--- src/rename_macros.svh ---
// register rename sizing
// architectural, physical and rob counts with their index widths,
// plus the two renamed major opcodes
`ifndef RENAME_MACROS_SVH
`define RENAME_MACROS_SVH

// architectural integer registers, x0 included
`define NUM_ARCH 32

// physical register file depth
`define NUM_PR 64
`define PR_BITS 6

// rob entries, one checkpoint slot each
`define NUM_ROB 8
`define ROB_BITS 3

// rv32 major opcodes that get renamed
`define OPC_OP     7'b0110011
`define OPC_OP_IMM 7'b0010011

`endif
--- src/rename_pkg.sv ---
// register rename types
// tags, map entries and the 32-bit instruction word seen two ways
`include "rename_macros.svh"

package rename_pkg;

  // physical register tag
  typedef logic [`PR_BITS-1:0] phys_tag_t;

  // architectural register number
  typedef logic [4:0] arch_idx_t;

  // rob slot, also the checkpoint index
  typedef logic [`ROB_BITS-1:0] rob_tag_t;

  // one map table slot
  typedef struct packed {
    phys_tag_t tag;
    logic      ready;    // value already on the cdb
  } map_entry_t;

  // r-type field layout
  typedef struct packed {
    logic [6:0] funct7;
    arch_idx_t  rs2;
    arch_idx_t  rs1;
    logic [2:0] funct3;
    arch_idx_t  rd;
    logic [6:0] opcode;
  } r_fields_t;

  // i-type field layout, rs2 slot is immediate here
  typedef struct packed {
    logic [11:0] imm;
    arch_idx_t   rs1;
    logic [2:0]  funct3;
    arch_idx_t   rd;
    logic [6:0]  opcode;
  } i_fields_t;

  typedef union packed {
    r_fields_t r_view;
    i_fields_t i_view;
  } inst_word_u;

endpackage

--- src/rename_top.sv ---
// register rename block top
// decoder, free list, map table and cdb arbiter; the testbench stands in
// for the front end, the rob and the execution units
`timescale 1ns/1ps

module rename_top (
  input  logic                   clock,
  input  logic                   reset,
  // dispatch
  input  rename_pkg::inst_word_u inst,
  input  logic                   dispatch_en,
  input  rename_pkg::rob_tag_t   rob_tag,
  // rename results
  output rename_pkg::phys_tag_t  src1_tag,
  output logic                   src1_ready,
  output rename_pkg::phys_tag_t  src2_tag,
  output logic                   src2_ready,
  output rename_pkg::phys_tag_t  dest_tag,
  output rename_pkg::phys_tag_t  old_tag,
  output logic                   alloc,
  output logic                   stall,
  // completions
  input  logic [1:0]             cpl_req,
  input  rename_pkg::phys_tag_t  cpl_tag0,
  input  rename_pkg::phys_tag_t  cpl_tag1,
  input  rename_pkg::arch_idx_t  cpl_rd0,
  input  rename_pkg::arch_idx_t  cpl_rd1,
  output logic [1:0]             cpl_grant,
  output logic                   cdb_valid,
  output rename_pkg::phys_tag_t  cdb_tag,
  output rename_pkg::arch_idx_t  cdb_rd,
  // retire and rollback
  input  logic                   retire_en,
  input  rename_pkg::phys_tag_t  retire_tag,
  input  logic                   rollback_en,
  input  rename_pkg::rob_tag_t   rollback_tag
);

  rename_pkg::arch_idx_t rd;
  rename_pkg::arch_idx_t rs1;
  rename_pkg::arch_idx_t rs2;
  logic                  writes_rd;
  logic                  dispatch_fire;

  // rs2 use is folded into rs2 itself
  inst_decoder i_inst_decoder (
    .inst      (inst),
    .rd        (rd),
    .rs1       (rs1),
    .rs2       (rs2),
    .writes_rd (writes_rd),
    .uses_rs2  ()
  );

  free_list i_free_list (
    .clock         (clock),
    .reset         (reset),
    .dispatch_en   (dispatch_en),
    .writes_rd     (writes_rd),
    .rollback_en   (rollback_en),
    .retire_en     (retire_en),
    .rob_tag       (rob_tag),
    .rollback_tag  (rollback_tag),
    .retire_tag    (retire_tag),
    .dispatch_fire (dispatch_fire),
    .alloc_fire    (alloc),
    .stall         (stall),
    .free_tag      (dest_tag)
  );

  map_table i_map_table (
    .clock         (clock),
    .reset         (reset),
    .alloc_fire    (alloc),
    .dispatch_fire (dispatch_fire),
    .rollback_en   (rollback_en),
    .cdb_valid     (cdb_valid),
    .rd            (rd),
    .rs1           (rs1),
    .rs2           (rs2),
    .free_tag      (dest_tag),
    .cdb_tag       (cdb_tag),
    .cdb_rd        (cdb_rd),
    .rob_tag       (rob_tag),
    .rollback_tag  (rollback_tag),
    .src1_tag      (src1_tag),
    .src2_tag      (src2_tag),
    .old_tag       (old_tag),
    .src1_ready    (src1_ready),
    .src2_ready    (src2_ready)
  );

  cdb_arbiter i_cdb_arbiter (
    .clock     (clock),
    .reset     (reset),
    .cpl_req   (cpl_req),
    .cpl_tag0  (cpl_tag0),
    .cpl_tag1  (cpl_tag1),
    .cpl_rd0   (cpl_rd0),
    .cpl_rd1   (cpl_rd1),
    .cpl_grant (cpl_grant),
    .cdb_valid (cdb_valid),
    .cdb_tag   (cdb_tag),
    .cdb_rd    (cdb_rd)
  );

endmodule

--- src/cdb_arbiter.sv ---
// completion bus arbiter
// two execution units share one cdb; round robin on contention,
// grant and bus are combinational from the requests
`timescale 1ns/1ps

module cdb_arbiter (
  input  logic                  clock,
  input  logic                  reset,
  input  logic [1:0]            cpl_req,
  input  rename_pkg::phys_tag_t cpl_tag0,
  input  rename_pkg::phys_tag_t cpl_tag1,
  input  rename_pkg::arch_idx_t cpl_rd0,
  input  rename_pkg::arch_idx_t cpl_rd1,
  output logic [1:0]            cpl_grant,
  output logic                  cdb_valid,
  output rename_pkg::phys_tag_t cdb_tag,
  output rename_pkg::arch_idx_t cdb_rd
);

  // which unit wins the next tie, 0 favours unit 0
  logic ptr;

  always_comb begin
    case (cpl_req)
      2'b01:   cpl_grant = 2'b01;
      2'b10:   cpl_grant = 2'b10;
      2'b11:   cpl_grant = ptr ? 2'b10 : 2'b01;
      default: cpl_grant = 2'b00;
    endcase
  end

  // any request gets the bus this cycle
  assign cdb_valid = |cpl_req;

  // winner's payload onto the bus
  assign cdb_tag = cpl_grant[1] ? cpl_tag1 : cpl_tag0;
  assign cdb_rd  = cpl_grant[1] ? cpl_rd1 : cpl_rd0;

  // flip only when both wanted the bus
  always_ff @(posedge clock) begin
    if (reset) begin
      ptr <= 1'b0;
    end else if (&cpl_req) begin
      ptr <= ~ptr;
    end
  end

endmodule

--- src/map_table.sv ---
// rename map table
// maps each architectural register to a physical tag plus ready bit,
// wakes entries from the cdb and snapshots the map per rob tag so a
// rollback can restore it in one cycle
`timescale 1ns/1ps
`include "rename_macros.svh"

module map_table (
  input  logic                  clock,
  input  logic                  reset,
  input  logic                  alloc_fire,
  input  logic                  dispatch_fire,
  input  logic                  rollback_en,
  input  logic                  cdb_valid,
  input  rename_pkg::arch_idx_t rd,
  input  rename_pkg::arch_idx_t rs1,
  input  rename_pkg::arch_idx_t rs2,
  input  rename_pkg::phys_tag_t free_tag,
  input  rename_pkg::phys_tag_t cdb_tag,
  input  rename_pkg::arch_idx_t cdb_rd,
  input  rename_pkg::rob_tag_t  rob_tag,
  input  rename_pkg::rob_tag_t  rollback_tag,
  output rename_pkg::phys_tag_t src1_tag,
  output rename_pkg::phys_tag_t src2_tag,
  output rename_pkg::phys_tag_t old_tag,
  output logic                  src1_ready,
  output logic                  src2_ready
);

  rename_pkg::map_entry_t map_q [`NUM_ARCH];
  rename_pkg::map_entry_t map_next [`NUM_ARCH];
  rename_pkg::map_entry_t ckpt [`NUM_ROB][`NUM_ARCH];

  // source lookup
  assign src1_tag = map_q[rs1].tag;
  assign src2_tag = map_q[rs2].tag;

  // previous mapping of rd, goes to the rob for freeing at retire
  assign old_tag = map_q[rd].tag;

  // same-cycle cdb forwarding on tag match
  assign src1_ready = map_q[rs1].ready || (cdb_valid && (cdb_tag == map_q[rs1].tag));
  assign src2_ready = map_q[rs2].ready || (cdb_valid && (cdb_tag == map_q[rs2].tag));

  always_comb begin
    map_next = map_q;
    if (rollback_en) begin
      // whole map from the snapshot, all ready
      map_next = ckpt[rollback_tag];
    end else begin
      // wakeup only if rd was not renamed again since
      if (cdb_valid && (map_q[cdb_rd].tag == cdb_tag)) begin
        map_next[cdb_rd].ready = 1'b1;
      end
      // new tag, not ready until its cdb broadcast
      // rd is never x0 here
      if (alloc_fire) begin
        map_next[rd] = '{tag: free_tag, ready: 1'b0};
      end
    end
  end

  // identity map after reset, everything ready
  always_ff @(posedge clock) begin
    if (reset) begin
      for (int i = 0; i < `NUM_ARCH; i++) begin
        map_q[i] <= '{tag: rename_pkg::phys_tag_t'(i), ready: 1'b1};
      end
    end else begin
      map_q <= map_next;
    end
  end

  // snapshot includes this dispatch's own rename
  // ready forced high: older producers are done by the time a rollback lands
  always_ff @(posedge clock) begin
    if (dispatch_fire) begin
      for (int i = 0; i < `NUM_ARCH; i++) begin
        ckpt[rob_tag][i] <= '{tag: map_next[i].tag, ready: 1'b1};
      end
    end
  end

endmodule

--- src/free_list.sv ---
// physical tag free list
// circular queue of free tags, popped at dispatch and pushed at retire;
// keeps the post-dispatch head per rob tag for rollback
`timescale 1ns/1ps
`include "rename_macros.svh"

module free_list (
  input  logic                  clock,
  input  logic                  reset,
  input  logic                  dispatch_en,
  input  logic                  writes_rd,
  input  logic                  rollback_en,
  input  logic                  retire_en,
  input  rename_pkg::rob_tag_t  rob_tag,
  input  rename_pkg::rob_tag_t  rollback_tag,
  input  rename_pkg::phys_tag_t retire_tag,
  output logic                  dispatch_fire,
  output logic                  alloc_fire,
  output logic                  stall,
  output rename_pkg::phys_tag_t free_tag
);

  rename_pkg::phys_tag_t queue [`NUM_PR];
  rename_pkg::phys_tag_t head_ckpt [`NUM_ROB];
  rename_pkg::phys_tag_t head;
  rename_pkg::phys_tag_t tail;
  rename_pkg::phys_tag_t head_next;
  rename_pkg::phys_tag_t tail_next;
  logic [`PR_BITS:0]     count;
  logic                  empty;

  assign empty = (count == '0);

  // only a renaming instruction needs a tag
  assign stall = dispatch_en && writes_rd && empty;

  // rollback wins over dispatch
  assign dispatch_fire = dispatch_en && !stall && !rollback_en;
  assign alloc_fire    = dispatch_fire && writes_rd;

  assign free_tag = queue[head];

  // pointers wrap at NUM_PR through their width
  assign head_next = alloc_fire ? head + 1'b1 : head;
  assign tail_next = retire_en ? tail + 1'b1 : tail;

  always_ff @(posedge clock) begin
    if (reset) begin
      head  <= '0;
      tail  <= rename_pkg::phys_tag_t'(`NUM_PR - `NUM_ARCH);
      count <= (`PR_BITS+1)'(`NUM_PR - `NUM_ARCH);
    end else if (rollback_en) begin
      // tags popped after the checkpoint come back
      head  <= head_ckpt[rollback_tag];
      tail  <= tail_next;
      count <= {1'b0, rename_pkg::phys_tag_t'(tail_next - head_ckpt[rollback_tag])};
    end else begin
      head  <= head_next;
      tail  <= tail_next;
      count <= count + (`PR_BITS+1)'(retire_en) - (`PR_BITS+1)'(alloc_fire);
    end
  end

  // queue loaded with 32..63 at reset, so first pop is 32
  always_ff @(posedge clock) begin
    if (reset) begin
      for (int i = 0; i < `NUM_PR; i++) begin
        queue[i] <= rename_pkg::phys_tag_t'(i + `NUM_ARCH);
      end
    end else if (retire_en) begin
      queue[tail] <= retire_tag;
    end
  end

  // head as it stands after this dispatch
  // written for non-renaming dispatches too
  always_ff @(posedge clock) begin
    if (dispatch_fire) begin
      head_ckpt[rob_tag] <= head_next;
    end
  end

endmodule

--- src/inst_decoder.sv ---
// instruction decoder for rename
// pulls rd, rs1 and rs2 out of OP and OP-IMM words, flags rd write and
// rs2 use; register numbers not used by the instruction read as x0
`timescale 1ns/1ps
`include "rename_macros.svh"

module inst_decoder (
  input  rename_pkg::inst_word_u inst,
  output rename_pkg::arch_idx_t  rd,
  output rename_pkg::arch_idx_t  rs1,
  output rename_pkg::arch_idx_t  rs2,
  output logic                   writes_rd,
  output logic                   uses_rs2
);

  logic is_op;
  logic is_imm;

  // register-register form
  assign is_op  = (inst.r_view.opcode == `OPC_OP);
  // immediate form, rs2 bits belong to imm
  assign is_imm = (inst.i_view.opcode == `OPC_OP_IMM);

  assign uses_rs2 = is_op;

  // x0 as destination never allocates
  assign writes_rd = (is_op || is_imm) && (inst.i_view.rd != '0);

  // unused fields forced to x0, which is always ready
  assign rd  = (is_op || is_imm) ? inst.i_view.rd : '0;
  assign rs1 = (is_op || is_imm) ? inst.i_view.rs1 : '0;
  assign rs2 = uses_rs2 ? inst.r_view.rs2 : '0;

endmodule

--- config.mk ---
export PLATFORM = sky130hd
export DESIGN_NAME = rename_top
export DESIGN_NICKNAME = d
export VERILOG_FILES = /design/src/rename_pkg.sv /design/src/rename_top.sv /design/src/cdb_arbiter.sv /design/src/map_table.sv /design/src/free_list.sv /design/src/inst_decoder.sv
export VERILOG_INCLUDE_DIRS = /design/src
export SDC_FILE = /design/constraint.sdc
export NUM_CORES = 2
export LEC_CHECK = 0
export BUFFER_PORTS_ARGS = -buffer_cell sky130_fd_sc_hd__buf_4
export CELL_PAD_IN_SITES_DETAIL_PLACEMENT = 0
export CELL_PAD_IN_SITES_GLOBAL_PLACEMENT = 1
export CORE_MARGIN = 4
export CORE_UTILIZATION = 49
export DETAILED_ROUTE_END_ITERATION = 8
export PLACE_DENSITY = 0.82
export SYNTH_ARGS = -nofsm -noshare
export SYNTH_HDL_FRONTEND = slang
export SYNTH_SLANG_ARGS = --single-unit
--- constraint.sdc ---
create_clock -name clock -period 18.3 [get_ports clock]
set_input_delay 3.66 -clock clock [delete_from_list [all_inputs] [get_ports clock]]
set_output_delay 3.66 -clock clock [all_outputs]
set_load 0.05 [all_outputs]
==> results.ini <==
[layout]
final_cell_area_mm2=0.1090
final_nets=6262
layout-drive-gt1-share_pct=21.37
area_growth_pct=10.90
stdcell_count=9025

[timing]
fmax_ghz=0.08104
rsz0062_at_grt=no
slew_headroom_pct=8.419
tightest_slew_ns=1.366
hold_violations=0
slew_viol_final=0
skew_ns=0.06052
setup_viol=0
post-route-period-util_pct=67.43
post-route-min-period_ns=12.34
setup_tns_ns=0

[drt]
drt-total-wl_mm=294.7
viasPerCell=6.620
wl_per_cell_um=32.66
vias=59743
dr.pass1.iters=9
drt_iter0_markers=7731
drc=5
ant_nets=0

[synthesis]
post_synth_and_or_nand_nor_area_fraction_pct=8.349
synth_top_cell_by_area=edfxtp_1
synth-compound-area-share_pct=6.310
ys_types=80
avgSynthCellArea_um2=15.79
synthAdderAreaFrac_pct=0.2444
synthFlopType=edfxtp_1
synthArstFlopShare_pct=0
synth_area_leaders=edfxtp_1, mux4_2, dfxtp_1
yosysSeqAreaShare_pct=65.10
synth_fp_nets=6313
synth_xor_area_share_pct=0.3832
synth_edf_count=1968
netlist_area_mm2=0.09828
ys_seq_elements=2212
synth_top_family_by_area=multiplexers
synthMuxAreaShare_pct=17.30
synth_top_area_share_pct=60.13
yosysMostFrequentCell=edfxtp_1
synthCells=6222
yosysWarnings=0
synthTopCellsByCount=edfxtp_1, mux4_2, mux2i_1

[floorplanning]
start_util_pct=49.22
die_h_um=455.8
dieArea_mm2=0.2078
rows=164
io_pins=115
die_x_um=455.8
core_area_mm2=0.1997

[critical_path]
startpoint_type=input pin
required_ns=14.64
crit_path_top_delay_cell=a221oi_1
path_delay_family=compound AO/OA/AOI/OAI gates
critPathMaxFanout=46
slowest_delay_ns=0.94
crit_path_frequent_cell=buf_4
path_cells=buf_4 -> nor4bb_4 -> buf_4 -> nand3_2 -> buf_4 -> a221oi_1 -> nor3_1 -> nor3_1 -> or3_1 -> xnor2_1 -> mux2i_1 -> nand4_1 -> o41ai_1 -> buf_4
crit_arrival_ns=8.68
path_buf_inv=4
critPathKind=input pin to output pin
end_kind=output pin

[placement]
place_area_mm2=0.1017
dp_hpwl_mm=178.4
port_buffers=104
gp_congestion=1.055
placed_cells=8612

[grt]
grt_max_degree=117
grt_remaining_overflow=0
grt_pass1_wl_mm=425.6
grt_antenna_before_repair=22
grt_pass1_vias=58717
grt.total_usage_pct=27.92

[pwr]
power.total_uw=11260
combPwrFrac_pct=9.0
switchingPower_uw=2703
power_density_mw_per_mm2=103.3
p_int_uw=8559
p_sw_share_pct=24.00
p_clk_share_pct=39.8
ir_worst_vdd_v=0.00009280
sequentialPowerShare_pct=51.2
p_leak_uw=0.03531

[hold_path]
holdCritPathClass=flop to flop

[outcome]
violations=design-rule violations
status=finished, violations left

[cts]
clock_latency_ns=0.88
cts_buffer_depth=3
cts_resized=0
root_buffer=clkbuf_16
clkSlewWorstSetupHoldPaths_ns=0.05
ctsHtreeMaxLevel=4
clock_sinks=2212
cts_tree=done
cts_made_buffers=213
post_cts_buffers=0
hold_buffers=0

[run]
cap_viol_max_count=0

[power groups by stage]
| stage | clock network, uW | logic, uW | registers, uW |
|---|---|---|---|
| after global placement | 0 | 974 | 5860 |
| final | 4480 | 1010 | 5770 |
| after global routing | 4770 | 1070 | 5770 |
| after detailed placement | 0 | 996 | 5870 |
| after CTS | 4550 | 1000 | 5760 |
| after floorplan | 0 | 674 | 5800 |
[path summary, 6_finish.rpt]
| kind | start | endpoint | slack, ns | cells past startpoint |
|---|---|---|---|---|
| worst max-delay path | inst[3] | src1_ready | 5.96 | 14 |
| worst min-delay path | i_map_table.map_q[168]$_SDFF_PP1_ | i_map_table.map_q[168]$_SDFF_PP1_ | 0.51 | 2 |
| worst max register to register | i_cdb_arbiter.ptr$_SDFFE_PP0N_ | i_map_table.map_q[49]$_SDFF_PP1_ | 11.60 | 13 |
| worst min register to register | i_map_table.map_q[168]$_SDFF_PP1_ | i_map_table.map_q[168]$_SDFF_PP1_ | 0.51 | 2 |
[stage by stage]
stage	utilization, %	setup WS, ns	hold WS (ns)
global route	54.58	6.027	0.5336
floorplan	-	4.331	0.4506
detailed placement	50.94	6.297	0.4952
global placement	50.94	6.368	0.4838
CTS	54.58	6.297	0.5084
finish	54.59	5.960	0.5129
[area by class of cell]
cell class	count	area, um2
clock buffers	273	5725
flip-flops and latches	2212	63990
well taps	2656	3323
multi-input cells	3455	32230
diodes	9	22.52
repair buffers	255	2039
clock inverters	131	1530
inverters	34	127.6
fillers	15372	90670
[registers in the layout, indices dropped and copies added (netlist names)]
name,count
i_free_list.queue,384
i_free_list.count,7
i_map_table.ckpt,1536
i_free_list.tail,6
i_map_table.map_q,224
i_free_list.head,6
i_free_list.head_ckpt,48
i_cdb_arbiter.ptr,1
[cell families (layout without fill, tap and decap cells)]
group,count (synthesis),after routing
AO/OA/AOI/OAI,892,892
XOR/XNOR,43,43
adder cells (fa/ha/maj),18,18
buffers and inverters,555,693
flip-flops,2212,2212
multiplexers,1003,1003
other,0,9
AND/OR/NAND/NOR,1499,1499
[worst reg2reg max path, delay by kind of cell, from the launching register on]
family | cells | cell delay, ns
flops | 1 | 0.36
compound gates | 5 | 3.43
buf+inv | 3 | 0.86
simple gates | 4 | 1.54
mux | 1 | 0.34
[cells in the final DEF (no fill, tap or decap), types with 126 or more instances in the layout]
cell type	count
edfxtp_1	1968
mux4_2	550
mux2i_1	386
a21oi_1	246
buf_4	243
dfxtp_1	241
nand2_1	215
clkbuf_16	213
or3_1	206
and2_1	199
nor2_1	186
nor2b_1	174
a211oi_1	166
and3_1	126
[metal layers]
layer  global-route usage, %  up-vias  share of wire, %
met5                       0        -             0.019
met4                   15.85        8               6.5
met2                   42.63     3477                46
met1                   37.17    30764                38
met3                   6.336      819               9.8
li1                        -    24675                 -
(Power assumes the default switching activity.)
